`src/hdl/axis_pkg.sv`:
```
package axis_pkg;

  localparam int fifo_addr_width = 4;
  localparam int fifo_depth = 2 ** fifo_addr_width;
  localparam int dest_width = 4;
  localparam int num_ports = 2;
  localparam int count_width = 16;

  typedef struct packed {
    logic [7:0] data;
    logic last;
    logic [dest_width-1:0] dest;
    logic user; // bad frame flag, valid on last beat
  } axis_beat_t;

  typedef struct packed {
    logic [7:0] data;
    logic last;
    logic [dest_width-1:0] dest;
    logic user;
    logic src; // input port the beat came from
  } axis_out_beat_t;

  // one-cycle pulses, one per finished frame
  typedef struct packed {
    logic good;
    logic bad;
    logic overflow;
  } frame_status_t;

  typedef struct packed {
    logic [count_width-1:0] good;
    logic [count_width-1:0] bad;
    logic [count_width-1:0] overflow;
  } frame_counts_t;

endpackage
```
`src/hdl/axis_merge_top.sv`:
```
`timescale 1ns/10ps

module axis_merge_top (
  input  logic                      clk,
  input  logic                      rst,
  input  axis_pkg::axis_beat_t      s0_beat,
  input  axis_pkg::axis_beat_t      s1_beat,
  input  logic                      s0_valid,
  input  logic                      s1_valid,
  output logic                      s0_ready,
  output logic                      s1_ready,
  output axis_pkg::axis_out_beat_t  m_beat,
  output logic                      m_valid,
  input  logic                      m_ready,
  output axis_pkg::frame_counts_t   counts0,
  output axis_pkg::frame_counts_t   counts1
);

  // fifo to arbiter
  axis_pkg::axis_beat_t f0_beat;
  axis_pkg::axis_beat_t f1_beat;
  logic f0_valid;
  logic f1_valid;
  logic f0_ready;
  logic f1_ready;

  axis_pkg::frame_status_t status0;
  axis_pkg::frame_status_t status1;

  axis_frame_fifo fifo0 (
    .clk     (clk),
    .rst     (rst),
    .s_beat  (s0_beat),
    .s_valid (s0_valid),
    .s_ready (s0_ready),
    .m_beat  (f0_beat),
    .m_valid (f0_valid),
    .m_ready (f0_ready),
    .status  (status0)
  );

  axis_frame_fifo fifo1 (
    .clk     (clk),
    .rst     (rst),
    .s_beat  (s1_beat),
    .s_valid (s1_valid),
    .s_ready (s1_ready),
    .m_beat  (f1_beat),
    .m_valid (f1_valid),
    .m_ready (f1_ready),
    .status  (status1)
  );

  axis_frame_arbiter arb (
    .clk       (clk),
    .rst       (rst),
    .in_beat0  (f0_beat),
    .in_beat1  (f1_beat),
    .in_valid0 (f0_valid),
    .in_valid1 (f1_valid),
    .in_ready0 (f0_ready),
    .in_ready1 (f1_ready),
    .m_beat    (m_beat),
    .m_valid   (m_valid),
    .m_ready   (m_ready)
  );

  frame_stat_counters stats (
    .clk     (clk),
    .rst     (rst),
    .status0 (status0),
    .status1 (status1),
    .counts0 (counts0),
    .counts1 (counts1)
  );

endmodule

```
`src/hdl/frame_stat_counters.sv`:
```
`timescale 1ns/10ps

module frame_stat_counters (
  input  logic                     clk,
  input  logic                     rst,
  input  axis_pkg::frame_status_t  status0,
  input  axis_pkg::frame_status_t  status1,
  output axis_pkg::frame_counts_t  counts0,
  output axis_pkg::frame_counts_t  counts1
);

  axis_pkg::frame_status_t status_arr [axis_pkg::num_ports];
  axis_pkg::frame_counts_t count_arr [axis_pkg::num_ports];

  assign status_arr[0] = status0;
  assign status_arr[1] = status1;
  assign counts0 = count_arr[0];
  assign counts1 = count_arr[1];

  // add one per pulse, hold at all ones
  function automatic logic [axis_pkg::count_width-1:0] sat_inc(
    input logic [axis_pkg::count_width-1:0] value,
    input logic                             pulse
  );
    if (pulse && (value != '1)) begin
      return value + 1'b1;
    end
    return value;
  endfunction

  always_ff @(posedge clk) begin
    if (rst) begin
      for (int i = 0; i < axis_pkg::num_ports; i++) begin
        count_arr[i] <= '0;
      end
    end else begin
      for (int i = 0; i < axis_pkg::num_ports; i++) begin
        count_arr[i].good <= sat_inc(count_arr[i].good, status_arr[i].good);
        count_arr[i].bad <= sat_inc(count_arr[i].bad, status_arr[i].bad);
        count_arr[i].overflow <= sat_inc(count_arr[i].overflow, status_arr[i].overflow);
      end
    end
  end

endmodule

```
`src/hdl/axis_frame_arbiter.sv`:
```
`timescale 1ns/10ps

module axis_frame_arbiter (
  input  logic                      clk,
  input  logic                      rst,
  input  axis_pkg::axis_beat_t      in_beat0,
  input  axis_pkg::axis_beat_t      in_beat1,
  input  logic                      in_valid0,
  input  logic                      in_valid1,
  output logic                      in_ready0,
  output logic                      in_ready1,
  output axis_pkg::axis_out_beat_t  m_beat,
  output logic                      m_valid,
  input  logic                      m_ready
);

  logic grant;  // port in a frame, or last one served
  logic locked; // mid-frame, grant may not move
  logic sel;
  logic sel_valid;
  logic take;
  logic xfer;
  axis_pkg::axis_beat_t sel_beat;

  // round robin: the other port first when idle
  always_comb begin
    if (locked) begin
      sel = grant;
    end else if (grant ? in_valid0 : in_valid1) begin
      sel = !grant;
    end else begin
      sel = grant;
    end
  end

  assign sel_beat = sel ? in_beat1 : in_beat0;
  assign sel_valid = sel ? in_valid1 : in_valid0;

  // single output stage, refill when empty or draining
  assign take = m_ready || !m_valid;
  assign xfer = take && sel_valid;

  assign in_ready0 = take && !sel;
  assign in_ready1 = take && sel;

  always_ff @(posedge clk) begin
    if (rst) begin
      grant <= 1'b1; // port 0 wins first
      locked <= 1'b0;
      m_valid <= 1'b0;
    end else begin
      if (xfer) begin
        grant <= sel;
        locked <= !sel_beat.last; // release after last beat
        m_valid <= 1'b1;
      end else if (m_ready) begin
        m_valid <= 1'b0;
      end
    end
  end

  always_ff @(posedge clk) begin
    if (xfer) begin
      m_beat.data <= sel_beat.data;
      m_beat.last <= sel_beat.last;
      m_beat.dest <= sel_beat.dest;
      m_beat.user <= sel_beat.user;
      m_beat.src <= sel;
    end
  end

endmodule

```
`src/hdl/axis_frame_fifo.sv`:
```
`timescale 1ns/10ps

module axis_frame_fifo (
  input  logic                     clk,
  input  logic                     rst,
  input  axis_pkg::axis_beat_t     s_beat,
  input  logic                     s_valid,
  output logic                     s_ready,
  output axis_pkg::axis_beat_t     m_beat,
  output logic                     m_valid,
  input  logic                     m_ready,
  output axis_pkg::frame_status_t  status
);

  // pointers carry one extra wrap bit
  logic [axis_pkg::fifo_addr_width:0] wr_ptr;      // committed
  logic [axis_pkg::fifo_addr_width:0] wr_ptr_next;
  logic [axis_pkg::fifo_addr_width:0] wr_ptr_cur;  // speculative
  logic [axis_pkg::fifo_addr_width:0] wr_ptr_cur_next;
  logic [axis_pkg::fifo_addr_width:0] rd_ptr;
  logic [axis_pkg::fifo_addr_width:0] used_cur;

  axis_pkg::axis_beat_t mem [axis_pkg::fifo_depth];
  axis_pkg::axis_beat_t rd_data; // memory read register
  logic rd_valid;

  logic full_cur;
  logic empty;
  logic write;
  logic read;
  logic store_out;
  logic drop_frame;
  logic drop_frame_next;
  axis_pkg::frame_status_t status_next;

  assign used_cur = wr_ptr_cur - rd_ptr;
  assign full_cur = used_cur == (axis_pkg::fifo_addr_width + 1)'(axis_pkg::fifo_depth);
  assign empty = wr_ptr == rd_ptr; // only committed frames are visible

  // write side: commit, rewind or drop
  always_comb begin
    write = 1'b0;
    wr_ptr_next = wr_ptr;
    wr_ptr_cur_next = wr_ptr_cur;
    drop_frame_next = drop_frame;
    status_next = '0;
    if (s_valid && s_ready) begin
      if (full_cur || drop_frame) begin
        drop_frame_next = 1'b1; // swallow rest of frame
        if (s_beat.last) begin
          wr_ptr_cur_next = wr_ptr;
          drop_frame_next = 1'b0;
          status_next.bad = s_beat.user;
          status_next.overflow = !s_beat.user;
        end
      end else begin
        write = 1'b1;
        wr_ptr_cur_next = wr_ptr_cur + 1'b1;
        if (s_beat.last) begin
          if (s_beat.user) begin
            wr_ptr_cur_next = wr_ptr; // discard bad frame
            status_next.bad = 1'b1;
          end else begin
            wr_ptr_next = wr_ptr_cur + 1'b1;
            status_next.good = 1'b1;
          end
        end
      end
    end
  end

  always_ff @(posedge clk) begin
    if (rst) begin
      wr_ptr <= '0;
      wr_ptr_cur <= '0;
      drop_frame <= 1'b0;
      status <= '0;
      s_ready <= 1'b0;
    end else begin
      wr_ptr <= wr_ptr_next;
      wr_ptr_cur <= wr_ptr_cur_next;
      drop_frame <= drop_frame_next;
      status <= status_next;
      s_ready <= 1'b1; // never back-pressures
    end
  end

  always_ff @(posedge clk) begin
    if (write) begin
      mem[wr_ptr_cur[axis_pkg::fifo_addr_width-1:0]] <= s_beat;
    end
  end

  // read side: memory read register, then output register
  assign store_out = m_ready || !m_valid;
  assign read = !empty && (store_out || !rd_valid);

  always_ff @(posedge clk) begin
    if (rst) begin
      rd_ptr <= '0;
      rd_valid <= 1'b0;
      m_valid <= 1'b0;
    end else begin
      if (read) begin
        rd_ptr <= rd_ptr + 1'b1;
      end
      if (store_out || !rd_valid) begin
        rd_valid <= !empty;
      end
      if (store_out) begin
        m_valid <= rd_valid;
      end
    end
  end

  always_ff @(posedge clk) begin
    if (read) begin
      rd_data <= mem[rd_ptr[axis_pkg::fifo_addr_width-1:0]];
    end
    if (store_out && rd_valid) begin
      m_beat <= rd_data;
    end
  end

endmodule

```
`config.mk`:
```
export PLATFORM = sky130hd
export DESIGN_NAME = axis_merge_top
export DESIGN_NICKNAME = d
export VERILOG_FILES = /design/src/hdl/axis_pkg.sv /design/src/hdl/axis_merge_top.sv /design/src/hdl/frame_stat_counters.sv /design/src/hdl/axis_frame_arbiter.sv /design/src/hdl/axis_frame_fifo.sv
export SDC_FILE = /design/constraint.sdc
export NUM_CORES = 1
export LEC_CHECK = 0
export BUFFER_PORTS_ARGS = -buffer_cell sky130_fd_sc_hd__buf_2
export CORE_ASPECT_RATIO = 1.1
export CORE_UTILIZATION = 30
export DETAILED_ROUTE_END_ITERATION = 16
export SKIP_LAST_GASP = 1
export SLEW_MARGIN = 20
export SYNTH_ARGS = -nofsm -noshare
export SYNTH_HDL_FRONTEND = slang
export SYNTH_SLANG_ARGS = --single-unit
```
`constraint.sdc`:
```
create_clock -name clk -period 4.9 [get_ports clk]
set_clock_uncertainty 0.15 [all_clocks]
set_input_delay 0.49 -clock clk [delete_from_list [all_inputs] [get_ports clk]]
set_output_delay 0.49 -clock clk [all_outputs]
set_load 0.05 [all_outputs]
```
After elaboration in Yosys (flattened, before gate mapping)
Memory sizes are Yosys's and may differ from the RTL's. A register that Yosys moved wholly into a read port is not among the register bits.
Index checks and enable logic that the tools add are counted.
{"block": "totals", "reg_bits": 89, "ramBits": 544, "in_bits": 33, "output_inout_bits": 114, "elab_cells": 195, "mem_count": 3}
{"memory": "fifo0.mem", "words": 16, "word_bits": 14, "rd": 1, "rd_ports_with_merged_regs": 1, "write_ports": 1, "line_no": "axis_frame_fifo.sv:23", "rtl": "axis_pkg::axis_beat_t mem [axis_pkg::fifo_depth];"}
{"memory": "fifo1.mem", "words": 16, "word_bits": 14, "rd": 1, "rd_ports_with_merged_regs": 1, "write_ports": 1, "line_no": "axis_frame_fifo.sv:23"}
{"memory": "stats.count_arr", "words": 2, "word_bits": 48, "rd": 2, "rd_ports_with_merged_regs": 0, "write_ports": 2, "line_no": "frame_stat_counters.sv:13", "rtl": "axis_pkg::frame_counts_t count_arr [axis_pkg::num_ports];"}
{"block": "classes", "add_sub_neg": 12, "n_eq_ne": 12, "muxes": 74, "bitwise_logic": 12, "reduce_logical": 47}
{"cell": "$mux W16", "n": 24}
{"cell": "$add A16 B1 Y16 const B", "n": 6}
{"cell": "$ne A16 B16 Y1 const B", "n": 6}
{"cell": "$mux W5", "n": 8}
{"cell": "$mux W1", "n": 39}
{"cell": "$add A5 B1 Y5 const B", "n": 4}
{"cell": "$reduce_or A4 Y1", "n": 4}
{"cell": "$logic_and A1 B1 Y1", "n": 15}
{"cell": "$mux W14", "n": 1}
{"cell": "$logic_not A1 Y1", "n": 12}
{"cell": "$eq A5 B5 Y1", "n": 2}
{"cell": "$eq A5 B5 Y1 const B", "n": 2}
{"cell": "$sub A5 B5 Y5", "n": 2}
{"cell": "$reduce_and A2 Y1", "n": 4}
{"cell": "$logic_or A1 B1 Y1", "n": 7}
{"cell": "$not A1 Y1", "n": 6}
{"cell": "$or A1 B1 Y1", "n": 6}
{"cell": "$reduce_and A3 Y1", "n": 2}
{"cell": "$mux W2", "n": 2}
{"cell": "$ne A2 B2 Y1 const B", "n": 2}
{"cell": "$reduce_or A2 Y1", "n": 2}
{"cell": "$reduce_bool A2 Y1", "n": 1}

Logic depth before layout (Yosys ltp)
{"block": "depth", "word_depth": 8, "mapped_depth": 12}

By module
Synthesis repeated with hierarchy kept, for this count alone.
{"block": "hier_totals", "hier_cells": 1535, "area_unflattened_um2": 27204.8}
{"module": "axis_frame_fifo at fifo1", "n_inst": 1, "cells_each": 504, "area_per_inst_um2": 10651.5, "seq_area_each_um2": 8007.7}
{"module": "axis_frame_fifo at fifo0", "n_inst": 1, "cells_each": 499, "area_per_inst_um2": 10616.4, "seq_area_each_um2": 8007.7}
{"module": "frame_stat_counters", "n_inst": 1, "cells_each": 472, "area_per_inst_um2": 5044.8, "seq_area_each_um2": 2882.8}
{"module": "axis_frame_arbiter", "n_inst": 1, "cells_each": 60, "area_per_inst_um2": 892.1, "seq_area_each_um2": 510.5}

Worst setup path after synthesis
OpenSTA, ideal clock, no wires.
{"block": "synth_path", "path_kind": "register -> register", "start": "register fifo0.rd_ptr[1] in the netlist's numbering", "end": "memory fifo0.mem[0][0] in the netlist's numbering (enable)", "arrival_time_ps": 3520, "required_ps": 4347, "setup_slack_ps": 827, "stages_incl_launch_ff": 13, "path_buffers": 4, "path_cell_list": "dfxtp_1 > clkbuf_1 > buf_2 > buf_1 > inv_1 > ha_1 > nand2b_1 > and3_1 > o211a_1 > buf_6 > nor3_1 > nand2_1 > nor3_1"}
{"block": "synth_via", "elab_chain_cells": 7}
{"item": "start: declaration", "line_no": "axis_frame_fifo.sv:20", "rtl": "logic [axis_pkg::fifo_addr_width:0] rd_ptr;"}
{"item": "start signal: assignment", "line_no": "axis_frame_fifo.sv:105", "rtl": "rd_ptr <= rd_ptr + 1'b1;"}
{"item": "$sub A5 B5 Y5", "line_no": "axis_frame_fifo.sv:36", "rtl": "assign used_cur = wr_ptr_cur - rd_ptr;"}
{"item": "$eq A5 B5 Y1", "line_no": "axis_frame_fifo.sv:37", "rtl": "assign full_cur = used_cur == (axis_pkg::fifo_addr_width + 1)'(axis_pkg::fifo_depth);"}
{"item": "$logic_or A1 B1 Y1", "line_no": "axis_frame_fifo.sv:48", "rtl": "if (full_cur || drop_frame) begin"}
{"item": "$mux W1", "line_no": "axis_frame_fifo.sv:48"}
{"item": "$mux W1", "line_no": "axis_frame_fifo.sv:47", "rtl": "if (s_valid && s_ready) begin"}
{"item": "$mux W1", "line_no": "axis_frame_fifo.sv:89", "rtl": "if (write) begin"}
{"item": "$mux W1 (not written as such)", "line_no": "axis_frame_fifo.sv:90", "rtl": "mem[wr_ptr_cur[axis_pkg::fifo_addr_width-1:0]] <= s_beat;"}
{"item": "end: declaration", "line_no": "axis_frame_fifo.sv:23"}
No other way between the ends.

Worst setup path after layout
{"block": "layout_path", "start": "register fifo1.rd_ptr[3] in the netlist's numbering", "end": "memory fifo1.mem[13][11] in the netlist's numbering (enable)"}
{"block": "layout_via", "elab_chain_cells": 7}
{"item": "start: declaration", "line_no": "axis_frame_fifo.sv:20"}
{"item": "start signal: assignment", "line_no": "axis_frame_fifo.sv:105"}
{"item": "$sub A5 B5 Y5", "line_no": "axis_frame_fifo.sv:36"}
{"item": "$eq A5 B5 Y1", "line_no": "axis_frame_fifo.sv:37"}
{"item": "$logic_or A1 B1 Y1", "line_no": "axis_frame_fifo.sv:48"}
{"item": "$mux W1", "line_no": "axis_frame_fifo.sv:48"}
{"item": "$mux W1", "line_no": "axis_frame_fifo.sv:47"}
{"item": "$mux W1", "line_no": "axis_frame_fifo.sv:89"}
{"item": "$mux W1 (not written as such)", "line_no": "axis_frame_fifo.sv:90"}
{"item": "end: declaration", "line_no": "axis_frame_fifo.sv:23"}
No other way between the ends.

==> flow_summary.html <==
<table>
<tr><th>Metric</th><th>Value</th></tr>
<tr><th colspan="2">STA</th></tr>
<tr><td>Post-route worst setup slack</td><td>1275 ps</td></tr>
<tr><td>Final slew viol count</td><td>0</td></tr>
<tr><td>Final-layout worst hold slack</td><td>85.09 ps</td></tr>
<tr><td>Setup TNS</td><td>0 ps</td></tr>
<tr><td>Count of final setup violators</td><td>0</td></tr>
<tr><td>Share of the cycle needed by the critical path after routing</td><td>73.97%</td></tr>
<tr><td>Worst Tran Pin Value</td><td>964.0 ps</td></tr>
<tr><td>Post-layout min period</td><td>3625 ps</td></tr>
<tr><td>Worst slew margin relative to its limit</td><td>35.50%</td></tr>
<tr><td>Hold Vio Cnt, Final</td><td>0</td></tr>
<tr><td>RSZ-0062 raised after global routing</td><td>no</td></tr>
<tr><td>Achievable clock frequency</td><td>0.2759 GHz</td></tr>
<tr><th colspan="2">Logic synthesis</th></tr>
<tr><td>Sequential area share after synthesis</td><td>72.56%</td></tr>
<tr><td>Synth Area in Compound Gates</td><td>1.906%</td></tr>
<tr><td>Syn_area_per_cell</td><td>17.52 um^2</td></tr>
<tr><td>Number of nets in the synthesized netlist</td><td>1582</td></tr>
<tr><td>Flip-flop and latch count after synthesis</td><td>661</td></tr>
<tr><td>Main combinational cell family by area after synthesis</td><td>multiplexers</td></tr>
<tr><td>Top FF cell, synth</td><td>edfxtp_1</td></tr>
<tr><td>Proportion of synthesized area in mux cells</td><td>12.15%</td></tr>
<tr><td>Fraction of synthesis flops using an asynchronous set or reset pin</td><td>0%</td></tr>
<tr><td>Yosys warns</td><td>0</td></tr>
<tr><td>Cell count after synthesis</td><td>1525</td></tr>
<tr><td>Post-synthesis simple-gate area fraction</td><td>7.356%</td></tr>
<tr><td>Xor and xnor area share after synthesis</td><td>3.376%</td></tr>
<tr><td>Adder and majority cell fraction of the synthesized area</td><td>1.124%</td></tr>
<tr><td>Number of enable-type register cells in the synthesized netlist</td><td>615</td></tr>
<tr><td>Area of the mapped netlist</td><td>0.02672 mm^2</td></tr>
<tr><td>Number of distinct library cells after synthesis</td><td>55</td></tr>
<tr><th colspan="2">CTS</th></tr>
<tr><td># clock sinks</td><td>661</td></tr>
<tr><td>Clk pin slew, worst setup/hold paths</td><td>60 ps</td></tr>
<tr><td>Number of buffers inserted to repair setup after CTS</td><td>0</td></tr>
<tr><td>Buffer levels on the longest clock path</td><td>3</td></tr>
<tr><td>Post-cts hold buffer count</td><td>0</td></tr>
<tr><td>CTS H-tree depth</td><td>3</td></tr>
<tr><td>Number of instances resized during post-cts repair</td><td>0</td></tr>
<tr><td>Insertion delay of the later-clocked pin in the worst-skew pair</td><td>620 ps</td></tr>
<tr><td>Clock Root Buffer</td><td>clkbuf_16</td></tr>
<tr><td>CTS tree</td><td>yes</td></tr>
<tr><td>Number of clock buffers inserted by TritonCTS</td><td>67</td></tr>
<tr><th colspan="2">Power</th></tr>
<tr><td>Switching part of the total</td><td>27.71%</td></tr>
<tr><td>Power density over cell area</td><td>473.3 mW/mm^2</td></tr>
<tr><td>Switching power total</td><td>4.084 mW</td></tr>
<tr><td>Final Total Pwr</td><td>14.74 mW</td></tr>
<tr><td>P_leak</td><td>10.22 nW</td></tr>
<tr><td>Max VDD drop</td><td>230.4 uV</td></tr>
<tr><td>Share of power burned in the clock network</td><td>35.4%</td></tr>
<tr><td>Flop pwr share</td><td>47.2%</td></tr>
<tr><td>Power Internal</td><td>10.66 mW</td></tr>
<tr><td>Portion of total power attributed to combinational logic</td><td>17.5%</td></tr>
<tr><th colspan="2">Final layout</th></tr>
<tr><td>Number of fill cells</td><td>8173</td></tr>
<tr><td>Post-synthesis to final-layout area growth</td><td>16.55%</td></tr>
<tr><td>Fraction of the core area covered by cells at the end of the flow</td><td>35.39%</td></tr>
<tr><td>Net count reported at finish</td><td>1758</td></tr>
<tr><td>Fraction of final layout cells with drive strength greater than 1</td><td>25.19%</td></tr>
<tr><td>Final Non-Filler Cells</td><td>2918</td></tr>
<tr><td>Final instance area</td><td>0.03114 mm^2</td></tr>
<tr><th colspan="2">Placement</th></tr>
<tr><td>Worst setup slack after placement</td><td>1335 ps</td></tr>
<tr><td>Count of buffers inserted at the top-level ports</td><td>146</td></tr>
<tr><td>Placed Cells incl. Taps</td><td>2791</td></tr>
<tr><td>Area after DPL</td><td>0.02883 mm^2</td></tr>
<tr><td>Placer congestion estimate</td><td>0.8391</td></tr>
<tr><td>Detailed placement HPWL</td><td>39.82 mm</td></tr>
<tr><th colspan="2">Routing</th></tr>
<tr><td>Count of unresolved DRC violations after routing</td><td>0</td></tr>
<tr><td>Starting DRC count in detailed routing</td><td>1179</td></tr>
<tr><td>Total via count in the routed design</td><td>13990</td></tr>
<tr><td>Mean routed wirelength per cell</td><td>20.81 um</td></tr>
<tr><td>Count of TritonRoute iterations in the first routing pass</td><td>5</td></tr>
<tr><td>Average via count per standard cell</td><td>4.793</td></tr>
<tr><td>Post-route antenna net violation count</td><td>0</td></tr>
<tr><td>WL final</td><td>60.71 mm</td></tr>
<tr><th colspan="2">Die</th></tr>
<tr><td>Number of top-level pins</td><td>147</td></tr>
<tr><td>Site Rows</td><td>114</td></tr>
<tr><td>Die area</td><td>0.09027 mm^2</td></tr>
<tr><td>Chip Height</td><td>315.0 um</td></tr>
<tr><td>Starting density of the core</td><td>30.36%</td></tr>
<tr><td>Die W</td><td>286.6 um</td></tr>
<tr><td>Core region area</td><td>0.08801 mm^2</td></tr>
<tr><th colspan="2">Global routing</th></tr>
<tr><td>Largest net degree at the start of global routing</td><td>106</td></tr>
<tr><td>Initial antenna violation count</td><td>7</td></tr>
<tr><td>Residual overflow from global routing</td><td>0</td></tr>
<tr><td>Number of global-route vias before repair</td><td>14020</td></tr>
<tr><td>Global-route wire length before repair</td><td>90.05 mm</td></tr>
<tr><td>Overall routing resource usage</td><td>13.41%</td></tr>
<tr><th colspan="2">Critical path</th></tr>
<tr><td>Category of the critical setup timing path</td><td>reg -&gt; reg</td></tr>
<tr><td>Worst-path fanout max</td><td>16</td></tr>
<tr><td>Data required time of the critical path</td><td>4990 ps</td></tr>
<tr><td>Startpoint of the most critical register-to-register path</td><td>fifo1.rd_ptr[3]$_SDFFE_PP0P_</td></tr>
<tr><td>Setup slack, reg-to-reg</td><td>1280 ps</td></tr>
<tr><td>Worst setup startpoint</td><td>fifo1.rd_ptr[3]$_SDFFE_PP0P_</td></tr>
<tr><td>Kind of end point of the critical path</td><td>register</td></tr>
<tr><td>Crit path DAT</td><td>3710 ps</td></tr>
<tr><td>Startpoint class of the critical path</td><td>register</td></tr>
<tr><th colspan="2">Run</th></tr>
<tr><td># Max-Cap Violations</td><td>0</td></tr>
<tr><th colspan="2">Worst hold path</th></tr>
<tr><td>Beginning of the worst hold path</td><td>s1_valid</td></tr>
<tr><td>Path class of the lowest-slack min-delay path</td><td>in -&gt; reg</td></tr>
<tr><th colspan="2">Status</th></tr>
<tr><td>Run status</td><td>completed</td></tr>
</table>
## cell type report
class	instances	area, um^2	share of cell area [%]
Antenna cell	3	7.507	0.02411
Clock inverter	46	553.0	1.776
Sequential cell	661	19400	62.29
Multi-Input combinational cell	772	6953	22.33
Tap cell	1160	1451	4.660
Inverter	26	97.59	0.3134
Clock buffer	77	1735	5.572
Timing Repair Buffer	173	947.2	3.041
## worst max-delay path: stages (launching register included)
cell	delay, ps
dfxtp_1	340
inv_2	360
ha_1	340
inv_1	90
o21ai_0	120
a31oi_1	220
nor2_1	80
nor2_1	730
and3_1	800
## cells in the mapped netlist (14+ instances only)
master    instances  area, um^2
nor2_1          150       563.0
a21oi_1          26       130.1
dfxtp_1          46       920.9
xor2_1           61       534.3
nand4_1          23       143.9
nand2_1         101       379.1
o21ai_0          14       70.07
and3_1           30       187.7
nor3_1           20       100.1
xnor2_1          42       367.9
ha_1             24       300.3
mux4_2          140        3153
inv_1            24       90.09
clkbuf_1         33       123.9
nand3_1          41       205.2
edfxtp_1        615       18470
## path summary, 6_finish.rpt
kind / end / cells past startpoint
worst max-delay path: fifo1.mem[13][11]$_DFFE_PP_ / 8
worst min-delay path: fifo1.drop_frame$_SDFFE_PP0P_ / 3
worst max register to register: fifo1.mem[13][11]$_DFFE_PP_ / 8
worst min register to register: fifo1.m_beat[10]$_DFFE_PP_ / 0
## power groups by stage
stage	registers [mW]	clock network (mW)	logic (mW)
global placement	7.07	0	2.57
finish	6.95	5.21	2.57
detailed placement	7.08	0	2.59
global route	7.00	5.55	2.75
floorplan	7.20	0	1.59
CTS	6.96	5.35	2.60
## sequential cells by signal, summed over array words and instances, names as in the netlist, 14 cells and up
| register | cells |
|---|---|
| arb.m_beat | 15 |
| stats.count_arr | 96 |
| fifo0.mem | 224 |
| fifo0.m_beat | 14 |
| fifo0.rd_data | 14 |
| fifo1.m_beat | 14 |
| fifo1.mem | 224 |
| fifo1.rd_data | 14 |
## kinds of logic (layout without fill, tap and decap cells)
kind of cell / count (synthesis) / in the layout
buf+inv: 92 / 322
xor+xnor: 103 / 103
other cells: 0 / 3
simple gates: 418 / 418
fa+ha+maj: 24 / 24
compound gates: 78 / 78
flops: 661 / 661
mux: 149 / 149
## metal layers
metal	GRT usage, %	wire length [um]	up-vias
li1	-	-	6307
met1	18.39	26630	7146
met2	20.96	28400	425
met3	2.663	4073	99
met4	5.117	1570	8
met5	0	38	-
## cell usage in the layout (no fill, tap or decap), types with 8 or more instances in the layout
master      count
clkinvlp_4      8
clkbuf_16      68
clkinv_1        9
nor2b_1        12
nor3_1         16
inv_1          24
and3_1         30
nand4_1        23
buf_2         145
nor2_1        150
edfxtp_1      615
clkinv_2        8
clkbuf_1        9
a21oi_1        26
ha_1           24
nand2_1       101
dfxtp_1        42
or3_1          11
buf_4          26
xor2_1         61
a211oi_1        9
xnor2_1        42
mux4_2        140
nand3_1        41
o21ai_0        14
No activity file was read; power rests on OpenSTA's default activity.
